--- src/buffer_pkg.sv ---
package buffer_pkg;

    // Number of channels, one FIFO for each
    localparam int NUM_CHANNELS = 4;

    // Samples held per FIFO, which has to be a power of two
    localparam int FIFO_DEPTH = 8;

    // Address bits into the FIFO storage
    localparam int ADDR_WIDTH = $clog2(FIFO_DEPTH);

    // The extra top bit tells a full FIFO from an empty one
    localparam int PTR_WIDTH = ADDR_WIDTH + 1;

    // One bit per channel, used for strobes and status vectors
    typedef logic [NUM_CHANNELS-1:0] chan_mask_t;

endpackage

--- src/stream_pkg.sv ---
package stream_pkg;

    // Width of one sample word on the stream
    localparam int SAMPLE_WIDTH = 16;

    // Width of the channel tag carried with every sample
    localparam int CHAN_WIDTH = 2;

    typedef logic [SAMPLE_WIDTH-1:0] sample_t;

    typedef logic [CHAN_WIDTH-1:0] chan_t;

    // A sample together with the channel it belongs to.
    // The tag sits in the upper bits of the packed word.
    typedef struct packed {
        chan_t   chan;
        sample_t data;
    } tagged_sample_t;

endpackage

--- src/sample_fifo.sv ---
`timescale 1ns/1ps

module sample_fifo
    import stream_pkg::*, buffer_pkg::*;
(
    input  logic    clk_i,
    input  logic    reset_ni,

    input  logic    wr_en,
    input  sample_t wr_data,

    input  logic    pop,
    output logic    rd_valid,
    output sample_t rd_data,

    output logic    not_empty,
    output logic    full
);

    logic [PTR_WIDTH-1:0] wr_ptr;
    logic [PTR_WIDTH-1:0] rd_ptr;
    logic                 addr_match;
    logic                 do_write;
    logic                 do_pop;

    sample_t mem [FIFO_DEPTH];

    // Same slot but different lap means the store is full
    assign addr_match = wr_ptr[ADDR_WIDTH-1:0] == rd_ptr[ADDR_WIDTH-1:0];
    assign full       = addr_match && (wr_ptr[PTR_WIDTH-1] != rd_ptr[PTR_WIDTH-1]);
    assign not_empty  = wr_ptr != rd_ptr;

    // A write into a full store is ignored, the router counts it as lost
    assign do_write = wr_en && !full;
    assign do_pop   = pop && not_empty;

    always_ff @(posedge clk_i) begin
        if (do_write) begin
            mem[wr_ptr[ADDR_WIDTH-1:0]] <= wr_data;
        end
    end

    always_ff @(posedge clk_i) begin
        if (!reset_ni) begin
            wr_ptr <= '0;
        end else if (do_write) begin
            wr_ptr <= wr_ptr + 1'b1;
        end
    end

    // Read side: the head is copied out at the pop edge and valid
    // is high for exactly the following cycle
    always_ff @(posedge clk_i) begin
        if (!reset_ni) begin
            rd_ptr   <= '0;
            rd_valid <= 1'b0;
        end else begin
            rd_valid <= do_pop;
            if (do_pop) begin
                rd_ptr <= rd_ptr + 1'b1;
            end
        end
    end

    always_ff @(posedge clk_i) begin
        if (do_pop) begin
            rd_data <= mem[rd_ptr[ADDR_WIDTH-1:0]];
        end
    end

endmodule

--- config.mk ---
export PLATFORM = sky130hd
export DESIGN_NAME = sample_fifo
export DESIGN_NICKNAME = d
export VERILOG_FILES = /design/src/buffer_pkg.sv /design/src/stream_pkg.sv /design/src/sample_fifo.sv
export SDC_FILE = /design/constraint.sdc
export NUM_CORES = 1
export LEC_CHECK = 0
export BUFFER_PORTS_ARGS = -buffer_cell sky130_fd_sc_hd__buf_4
export CAP_MARGIN = 0
export CORE_UTILIZATION = 30
export CTS_BUF_LIST = sky130_fd_sc_hd__clkbuf_8 sky130_fd_sc_hd__clkbuf_16
export DETAILED_ROUTE_END_ITERATION = 12
export PLACE_DENSITY = 0.42
export SYNTH_ARGS = -nofsm -noshare
export SYNTH_HDL_FRONTEND = slang
export SYNTH_SLANG_ARGS = --single-unit
--- constraint.sdc ---
create_clock -name clk_i -period 3.98 [get_ports clk_i]
set_input_delay 0.597 -clock clk_i [delete_from_list [all_inputs] [get_ports clk_i]]
set_output_delay 0.597 -clock clk_i [all_outputs]
set_load 0.01 [all_outputs]
==> key figures <==
Critical path
  • Endpoint of the worst setup timing path: full
  • Nature of the critical path startpoint: flop
  • Worst reg2reg path endpoint: rd_data[10]
  • Biggest cell delay along the critical path: 0.67 ns
  • Arrival time worst endpoint: 2.19 ns
  • Max Fanout on Critical Path: 13
  • Cell breakdown of the critical path: xor2_2, nor4_4, buf_4
  • Crit path max-delay cell type: sky130_fd_sc_hd__dfxtp_1
  • Start point of the critical path: wr_ptr[0]
  • Data required time of the worst path: 3.38 ns
  • R2R Setup Slk: 1.68 ns
  • Launch point of the worst reg-to-reg path: wr_ptr[0]
  • Critical Path End Type: output port
  • Category of the most critical setup path: reg2out
  • Depth of the worst register-to-register path: 3

Die
  • Boundary Pins: 39
  • Floorplan Core Area: 19,700 µm²
  • Std cell rows: 51
  • Die outline area: 20,900 µm²
  • Die extent in x: 145 µm
  • Starting density of the core: 0.310
  • Die height: 145 µm

Logic synthesis
  • #FFs+latches synth: 153
  • Count of flip-flops with a built-in enable after synthesis: 144
  • Top cell type's share of synthesized area: 0.708
  • Portion of the post-synthesis area used by sequential elements: 0.737
  • Area fraction in compound gates after synthesis: 0.0143
  • Parity-gate share of the synthesized area counting xor and xnor cells: 0.0149
  • Fraction of synthesis flops using an asynchronous set or reset pin: 0
  • Cell type with the largest total area after synthesis: sky130_fd_sc_hd__edfxtp_1
  • Netlist area before placement: 6110 µm²
  • Simple logic cell fraction of the synthesized area: 0.0387
  • Net count after synthesis: 302
  • Number of cells produced by synthesis: 280
  • Ys Warns: 0
  • Post-synth cell types: 37
  • Largest family of logic cells by synthesized area: multiplexers
  • Avg Inst Size Synth: 21.8 µm²
  • Largest cells by area after synthesis: sky130_fd_sc_hd__edfxtp_1 (71%), sky130_fd_sc_hd__mux4_1 (8.2%), sky130_fd_sc_hd__mux4_2 (4.8%)
  • Share of cell area taken by muxes after synthesis: 0.172
  • Dominant synthesized flop cell: sky130_fd_sc_hd__edfxtp_1
  • Adder-cell share of the synthesized area: 0.00410

Timing
  • Setup repair after global routing missed its margin: no
  • Final Skew: 0.00963 ns
  • Worst hold slack after final layout: 0.410 ns
  • Number of endpoints with negative hold slack in the final report: 0
  • Portion of the clock cycle consumed by the worst path in the final layout: 0.700
  • Fmax achieved: 359 MHz
  • Min cycle time layout: 2.79 ns
  • Actual slew at the worst max-slew pin: 0.791 ns
  • Total negative setup slack: 0 ns
  • PnR worst setup slack: 1.19 ns
  • Number of failing setup endpoints in the final timing report: 0
  • Worst relative slew slack: 0.473
  • Final number of max-transition violations: 0

Clocking
  • Worst-skew pair later-pin latency: 0.41 ns
  • Root Buffer: sky130_fd_sc_hd__clkbuf_16
  • Number of buffers added for setup after CTS: 0
  • TritonCTS clock tree: built
  • Clock Sink Count: 153
  • Clock transition at the registers of the reported paths: 0.06 ns
  • Total number of H-tree levels: 4
  • Number of gates given a new drive strength after cts: 0
  • Num CTS Buffers: 17
  • Post-cts hold buffer count: 0
  • CTS Buffer Depth: 2

Power and ir drop
  • Peak supply drop: 0.278 mV
  • Leakage component of the power: 0.00244 µW
  • P per Cell Area: 528 nW/µm²

Placed design
  • Placed inst area: 6770 µm²
  • Routability Congestion: 0.661
  • Port Buf Inserts: 38
  • Dpl ws: 1.62 ns
  • Half-perimeter wire length of the detailed placement result: 6870 µm

Routing
  • Wirelength per Cell: 20.0 µm
  • Pre-Repair DR Iteration Count: 4
  • Number of vias per cell after detailed routing: 4.54
  • DR iter-0 viols: 144
  • DRC viols: 0
  • Count of antenna-violating nets left after detailed routing: 0
  • Routed Wire Length: 12,300 µm
  • Total number of vias: 2,795

Finish
  • Final Net Count: 359
  • Area used by sequential logic in the layout: 4510 µm²
  • ANT cells: 0
  • Layout overhead on the synthesized area: 20.4%
  • Total area of multi-input combinational cells: 1540 µm²
  • Cell area after layout: 7360 µm²
  • Share of layout cells above drive strength 1: 0.366
  • Commonest non-fill, non-tap cell in the layout: sky130_fd_sc_hd__edfxtp_1
  • Count of filler cells inserted in the layout: 1,824
  • Most frequent cells in the layout: sky130_fd_sc_hd__edfxtp_1 (144), sky130_fd_sc_hd__buf_4 (53), sky130_fd_sc_hd__mux4_1 (19)

Run
  • Maxcap violations: 0

Min path
  • Class of the tightest hold or removal check: in2reg

Global route
  • Initial antenna violation count: 0
  • Overall fraction of global-route tracks in use: 0.130
  • Global-route wire length before repair: 18,600 µm
  • Via count of the first global-routing pass: 2,924
  • Maximum number of pins on one net before global-route repair: 36
  • Residual overflow from global routing: 0

Run status
  • Result of the run: finished, final reports clean
-- routing by layer --
| layer | GRT usage | vias to the layer above | wire [µm] |
|---|---|---|---|
| li1 | - | 1287 | - |
| met1 | 0.170 | 1455 | 5880 |
| met2 | 0.208 | 42 | 5950 |
| met3 | 0.0309 | 11 | 330 |
| met4 | 0.0532 | 0 | 150 |
| met5 | 0 | - | 0 |
-- Yosys cell counts (2+ instances only) --
| master | n |
|---|---|
| sky130_fd_sc_hd__and2_1 | 3 |
| sky130_fd_sc_hd__buf_2 | 6 |
| sky130_fd_sc_hd__buf_8 | 2 |
| sky130_fd_sc_hd__clkbuf_1 | 5 |
| sky130_fd_sc_hd__dfxtp_1 | 9 |
| sky130_fd_sc_hd__edfxtp_1 | 144 |
| sky130_fd_sc_hd__ha_1 | 2 |
| sky130_fd_sc_hd__mux2_2 | 16 |
| sky130_fd_sc_hd__mux2i_1 | 8 |
| sky130_fd_sc_hd__mux4_1 | 19 |
| sky130_fd_sc_hd__mux4_2 | 13 |
| sky130_fd_sc_hd__nand2_1 | 13 |
| sky130_fd_sc_hd__nand2b_1 | 6 |
| sky130_fd_sc_hd__nand4_1 | 2 |
| sky130_fd_sc_hd__nor3_1 | 3 |
| sky130_fd_sc_hd__nor4b_1 | 3 |
| sky130_fd_sc_hd__or3b_2 | 2 |
| sky130_fd_sc_hd__xnor2_1 | 3 |
| sky130_fd_sc_hd__xor2_2 | 3 |
-- worst min path at each step --
stage | startpoint | to | slack (ns) | cells after the start
after floorplan | wr_ptr[1] | wr_ptr[1] | 0.59 | 3
after global placement | rd_ptr[0] | rd_ptr[3] | 0.64 | 2
after detailed placement | rd_ptr[0] | rd_ptr[3] | 0.64 | 2
after CTS | wr_data[12] | mem[6][12] | 0.40 | 1
after global routing | wr_data[12] | mem[6][12] | 0.40 | 1
final | wr_data[12] | mem[7][12] | 0.41 | 1
-- power breakdown --
group          leakage, µW  internal (µW)  switching, µW
combinational     0.000764            206            205
clock             0.000287            976            622
sequential         0.00139           1840           30.7
-- critical path: cells and delay by family (launching register included) --
family	cells	cell delay (ns)
xor gates and xnor gates	1	0.25
DFF	1	0.67
and+or+nand+nor	1	0.62
buffers and inverters	1	0.23
-- kinds of logic (layout without fill, tap and decap cells) --
kind of cell    after synthesis  in the layout
fa+ha+maj                     2              2
compound gates                7              7
mux                          56             56
xor+xnor                      7              7
flops                       153            153
simple gates                 39             39
buf+inv                      16             86
-- per-stage QoR --
stage,total power (µW),utilization,cells
after floorplan,2190,-,280
after CTS,3940,0.373,615
after global placement,2330,0.344,583
final,3880,0.373,615
after global routing,4030,0.373,615
after detailed placement,2330,0.344,583
-- cell type report --
type                    count  share of cell area
well taps                 265              0.0451
inverters                   1            0.000510
multi-input cells         111               0.209
clock buffers              17              0.0578
clock inverters            15              0.0214
repair buffers             53              0.0541
flip-flops and latches    153               0.612
-- state kept, by name, indices dropped and copies added, names as in the netlist --
name,count
wr_ptr,4
rd_valid,1
mem,128
rd_data,16
rd_ptr,4
Power figures use the tool's default switching activity.
