===== src/buffer_pkg.sv =====
package buffer_pkg;

    // Number of channels, one FIFO for each
    localparam int NUM_CHANNELS = 4;

    // Samples held per FIFO, which has to be a power of two
    localparam int FIFO_DEPTH = 8;

    // Address bits into the FIFO storage
    localparam int ADDR_WIDTH = $clog2(FIFO_DEPTH);

    // The extra top bit tells a full FIFO from an empty one
    localparam int PTR_WIDTH = ADDR_WIDTH + 1;

    // One bit per channel, used for strobes and status vectors
    typedef logic [NUM_CHANNELS-1:0] chan_mask_t;

endpackage


===== src/stream_pkg.sv =====
package stream_pkg;

    // Width of one sample word on the stream
    localparam int SAMPLE_WIDTH = 16;

    // Width of the channel tag carried with every sample
    localparam int CHAN_WIDTH = 2;

    typedef logic [SAMPLE_WIDTH-1:0] sample_t;

    typedef logic [CHAN_WIDTH-1:0] chan_t;

    // A sample together with the channel it belongs to.
    // The tag sits in the upper bits of the packed word.
    typedef struct packed {
        chan_t   chan;
        sample_t data;
    } tagged_sample_t;

endpackage


===== src/channel_router.sv =====
`timescale 1ns/1ps

module channel_router
    import stream_pkg::*, buffer_pkg::*;
(
    input  logic           clk_i,
    input  logic           reset_ni,

    input  logic           in_valid,
    input  tagged_sample_t in_sample,

    input  chan_mask_t     fifo_full,
    output chan_mask_t     wr_en,
    output sample_t        wr_data,

    output chan_mask_t     overflow
);

    chan_mask_t hit;
    chan_mask_t dropped;

    // One-hot decode of the channel tag, only for a valid input
    always_comb begin
        for (int ch = 0; ch < NUM_CHANNELS; ch++) begin
            hit[ch] = in_valid && (in_sample.chan == chan_t'(ch));
        end
    end

    // There is no back-pressure toward the source.
    // A sample that meets a full FIFO is simply not written
    assign wr_en   = hit & ~fifo_full;
    assign dropped = hit & fifo_full;

    // All FIFOs see the same data word, the strobe picks the target
    assign wr_data = in_sample.data;

    // Loss flags accumulate until the next reset
    always_ff @(posedge clk_i) begin
        if (!reset_ni) begin
            overflow <= '0;
        end else begin
            overflow <= overflow | dropped;
        end
    end

endmodule


===== config.mk =====
export PLATFORM = sky130hd
export DESIGN_NAME = channel_router
export DESIGN_NICKNAME = d
export VERILOG_FILES = /design/src/buffer_pkg.sv /design/src/stream_pkg.sv /design/src/channel_router.sv
export SDC_FILE = /design/constraint.sdc
export NUM_CORES = 1
export LEC_CHECK = 0
export ABC_AREA = 1
export BUFFER_PORTS_ARGS = -buffer_cell sky130_fd_sc_hd__buf_2
export CORE_AREA = 5 5 42 44
export DETAILED_ROUTE_END_ITERATION = 12
export DIE_AREA = 0 0 47 49
export PLACE_DENSITY_LB_ADDON = 0.25
export SETUP_SLACK_MARGIN = 0.02
export SYNTH_ARGS = -nofsm -noshare
export SYNTH_HDL_FRONTEND = slang
export SYNTH_SLANG_ARGS = --single-unit

===== constraint.sdc =====
create_clock -name clk_i -period 0.8 [get_ports clk_i]
set_input_delay 0.16 -clock clk_i [delete_from_list [all_inputs] [get_ports clk_i]]
set_output_delay 0.16 -clock clk_i [all_outputs]
set_load 0.005 [all_outputs]

==> results.cfg, run 1 <==
[worst_setup_path]
path_cells = buf_6
critPathTopFamily = flip-flops
path_buf_inv = 1
cp.arrival_ps = 660
start_kind = flop
rr_startpoint = overflow[0]$_SDFF_PN0_
end_kind = primary output
crit_path_max_fanout = 2
crit_path_max_incr_delay_ps = 320
r2r_slack_ps = 250
startpoint = overflow[0]$_SDFF_PN0_
path_class = reg -> out
critPathSlowestCell = dfxtp_2
cp_data_required_time_ps = 640

[synthesis]
yosysWarnings = 0
synth_seq_cells = 4
synth-seq-area-share_pct = 26.3
syn_avg_cell_area_sq_um = 7.07
synth_area_leaders = buf_4, dfxtp_1, inv_1, a21oi_1, nand4_1
syn_area_sq_um = 304
synth_top_area_share_pct = 39.5
netlist_instances = 43
ys_types = 9
synth_fp_nets = 68
yosysTopAreaCell = buf_4

[detailed_routing]
totalWireLength_microns = 746
drt_iter0_drc = 0
drc = 0
num_vias = 269
routedWlPerCell_microns = 11.0
viasPerCell = 3.96
ant_nets = 0
first_pass_iters = 1

[die]
die_x_microns = 47
fp-row-count = 14
start_util_pct = 21.7
coreArea_sq_um = 1400
ioPinCount = 49
die-area_sq_um = 2300
die_y_microns = 49

[cells_and_area]
mostFrequentLayoutCell = buf_2
multi_input_area_sq_um = 103
nets = 79
area_growth_pct = 39.5
layout_common_cells = buf_2, inv_1, buf_4
biggestRegsByFlops = overflow x4
fill_cells = 171
antenna_cells = 0
regArea_sq_um = 85.1
largest_register = overflow
drive_gt1_share_pct = 65.4
largest_reg_flops = 4

[status]
violations = negative setup slack
status = finished with violations

[clock_tree]
htreeDepth = 1
tritoncts = done
worst_skew_pair.late_latency_ps = 230
cts_sinks = 4
path_clk_slew_ps = 40
clockBufferDepth = 2
root_buffer = clkbuf_4
cts_buffers = 3
cts-hold-fix-buffers = 0

[timing]
finalCritPeriodShare_pct = 102
hold_viol = 0
skew_ps = 0
finalSetupViolCount = 4
drv_slew = 0
period_needed_ps = 818
fin_ws_ps = -17.7
fin_hold_ws_ps = 205
grt_setup_unrepaired = true
max_freq_mhz = 1220
tightest_slew_ps = 144
timing.slew.headroom_pct = 90.4

[global_routing]
grt_max_degree = 7
grt_first_pass_wirelength_microns = 959
antenna_found_initial = 0
track_usage_pct = 6.12
gr-total-overflow = 0
grt_pass1_vias = 260

[pwr]
p_clk_share_pct = 42.6
p_sw_share_pct = 23.7
p_int_uw = 450
pwr-share-seq_pct = 36.1
switching_power_uw = 140
leakage_uw = 0.000209
p_comb_share_pct = 21.3
p_per_area_nw_per_um2 = 1390
max-vdd-ir-drop_mv = 0.488

[place]
gp_congestion = 0.686
hpwl_microns = 492
port_buffers = 16
preCtsSetupSlack_ps = -30.0

[min_path]
hp-start = fifo_full[0]
hold_class = in -> reg

[job]
cap_violations = 0
layer usage:
metal	track usage, %	wire [microns]	vias to the layer above
met5	0	0	-
met4	8.29	0	0
met3	1.11	44	0
met2	8.82	440	8
met1	5.91	261	120
li1	-	-	141
per-stage QoR:
stage               instances  power (uW)  TNS [ps]  utilization (%)  area, sq um
floorplan                  43         302         0                -          304
global placement           63         298     -32.6             22.4          314
detailed placement         63         299     -37.7             22.4          314
CTS                        67         578      -102             26.7          374
global route               68         624      -178             30.3          424
finish                     68         590     -50.4             30.3          424
power by group through the flow:
stage          Combinational, uW  Sequential [uW]  Clock [uW]
2_1_floorplan               87.1              215           0
3_3_place_gp                84.0              214           0
3_5_place_dp                84.7              214           0
4_1_cts                      103              212         263
5_1_grt                      136              214         274
6_report                     126              213         251
what timing repair did:
item | 4_1_cts | 5_1_grt
buffers inserted | 1 | 1
resized for setup | 11 | 11
endpoints found under the setup margin | 7 | 8
pin swaps | 2 | 6
path summary, 6_finish.rpt:
path | end | cells after the start
max | overflow[0] | 1
min | overflow[0]$_SDFF_PN0_ | 3
max reg2reg | overflow[0]$_SDFF_PN0_ | 2
min reg2reg | overflow[1]$_SDFF_PN0_ | 2
cell usage after synthesis:
cell / number
nor2_1: 3
nand2_1: 2
inv_1: 7
nand3_1: 2
nor3_1: 2
a21oi_1: 4
dfxtp_1: 4
buf_4: 16
nand4_1: 3
final cells by class:
type                    count  area share (%)
inverters                   7            6.19
well taps                  16            4.72
flip-flops and latches      4            20.1
repair buffers             22            39.5
multi-input cells          16            24.2
clock buffers               3            5.31
kinds of logic (layout without fill, tap and decap cells):
group	after synthesis	count (layout)	synth area share, %
DFF	4	4	26.3
AOI/OAI and AO/OA	4	4	6.58
buffers and inverters	23	32	48.2
and+or+nand+nor	12	12	18.9
(Power assumes the default switching activity.)
==> run 2: changes to the inputs <==
--- a/constraint.sdc
+++ b/constraint.sdc
@@ -3,2 +3,2 @@
 set_output_delay 0.16 -clock clk_i [all_outputs]
-set_load 0.005 [all_outputs]
+set_load 0.02 [all_outputs]
==> run 2 against run 1 <==
The flow still finishes with violations (negative setup slack). Highest routed layer unchanged. First-iteration DRC count grew 2. Combinational power increased by 9.5%. Via count decreased by 1.5%. Sequential share of layout area is 0.29 points lower. Sequential power hardly changed. Clock skew stayed put.
==> results.cfg, run 2 (synthesis results as in run 1) <==
[clock_tree]
root_buffer = clkbuf_4
worst_skew_pair.late_latency_ps = 230
clockBufferDepth = 2
cts_sinks = 4
post_cts_buffers = 0
cts-hold-fix-buffers = 0
htreeDepth = 1
path_clk_slew_ps = 30
tritoncts = done
cts_buffers = 3

[timing]
hold_viol = 0
grt_setup_unrepaired = true
finalCritPeriodShare_pct = 104
fin_hold_ws_ps = 204
skew_ps = 0
max_freq_mhz = 1200
drv_slew = 0
tns_ps = -129
tightest_slew_ps = 123
timing.slew.headroom_pct = 91.8
finalSetupViolCount = 5
period_needed_ps = 834
fin_ws_ps = -33.9

[cells_and_area]
largest_register = overflow
largest_reg_flops = 4
area_growth_pct = 41.6
nets = 76
antenna_cells = 0
layout_common_cells = buf_4, inv_1, buf_2, buf_6
drive_gt1_share_pct = 65.3
biggestRegsByFlops = overflow x4
mostFrequentLayoutCell = buf_4
fill_cells = 166
fin_cells = 65

[place]
gp_congestion = 0.639
port_buffers = 16
preCtsSetupSlack_ps = -83.6
dp_cells = 62

[global_routing]
met1_usage_pct = 5.26
track_usage_pct = 6.76
grt_pass1_vias = 249
grt_util_met3_pct = 5.54
grt_first_pass_wirelength_mm = 1.07
grt_max_degree = 7
met2_usage_pct = 10.9
antenna_found_initial = 0
gr-total-overflow = 0
grt_most_used_layer = met2

[die]
fp-row-count = 14
die_x_microns = 47
die-area_sq_um = 2300
die_y_microns = 49
ioPinCount = 49
start_util_pct = 21.7
coreArea_sq_um = 1400

[pwr]
max-vdd-ir-drop_mv = 0.471
leakage_uw = 0.000195
p_per_area_nw_per_um2 = 1390

[worst_setup_path]
cp_data_required_time_ps = 640
cp.arrival_ps = 670
critPathSlowestCell = dfxtp_2
path_cells = buf_6
path_class = reg -> out
end_kind = primary output
path_buf_inv = 1
start_kind = flop
r2r_slack_ps = 230
critPathTopFamily = flip-flops
crit_path_max_incr_delay_ps = 330
crit_path_max_fanout = 2

[status]
violations = negative setup slack
status = finished with violations

[detailed_routing]
totalWireLength_microns = 724
ant_nets = 0
first_pass_iters = 2
drt_iter0_drc = 2
routedWlPerCell_microns = 11.1
num_vias = 265
drc = 0
viasPerCell = 4.08

[min_path]
hold_class = in -> reg

[job]
cap_violations = 0
## run 2: changes by cell type in the layout (fill, tap and decap cells not counted), sizes merged
cell,previous run,this run
buf,22,19
clkinv,0,1
inv,7,6
## run 2: per-stage QoR
step	power, uW	instance area, sq um	utilization, %
6_report	597	430	30.7
3_5_place_dp	314	317	22.6
2_1_floorplan	371	314	-
5_1_grt	628	430	30.7
4_1_cts	604	424	30.3
3_3_place_gp	313	317	22.6
## run 2: routing by layer
layer | up-vias | wire [microns]
met1 | 119 | 258
met5 | - | 0
met3 | 0 | 93
met2 | 13 | 372
li1 | 133 | -
met4 | 0 | 0
## run 2: cell type report
cell class / count / area [sq um] / share of cell area, %
Sequential cell: 4 / 85.1 / 19.8
Clock buffer: 3 / 22.5 / 5.23
Multi-Input combinational cell: 16 / 103 / 23.8
Timing Repair Buffer: 19 / 169 / 39.2
Inverter: 7 / 31.3 / 7.27
Tap cell: 16 / 20.0 / 4.65
## run 2: report_power, final
part / switching (uW) / leakage, uW / internal (uW)
clock: 77.2 / 0.0000138 / 167
sequential: 4.97 / 0.0000344 / 209
combinational: 65.0 / 0.000146 / 72.7
## run 2: final timing paths
path / start / endpoint / cells after the start
setup reg to reg: overflow[3]$_SDFF_PN0_ / overflow[3]$_SDFF_PN0_ / 2
hold / removal: fifo_full[0] / overflow[0]$_SDFF_PN0_ / 3
setup / recovery: overflow[3]$_SDFF_PN0_ / overflow[3] / 1
hold reg to reg: overflow[1]$_SDFF_PN0_ / overflow[1]$_SDFF_PN0_ / 2
## run 2: repair_timing
action | in CTS | in global routing
gates cloned | 0 | 0
resized for setup | 30 | 2
pin swaps | 3 | 2
endpoints found under the setup margin | 8 | 8
## run 2: worst register-to-register path, stage by stage, from the launching register on
cell and delay [ps]:
dfxtp_2 330, inv_1 40, a21oi_1 130
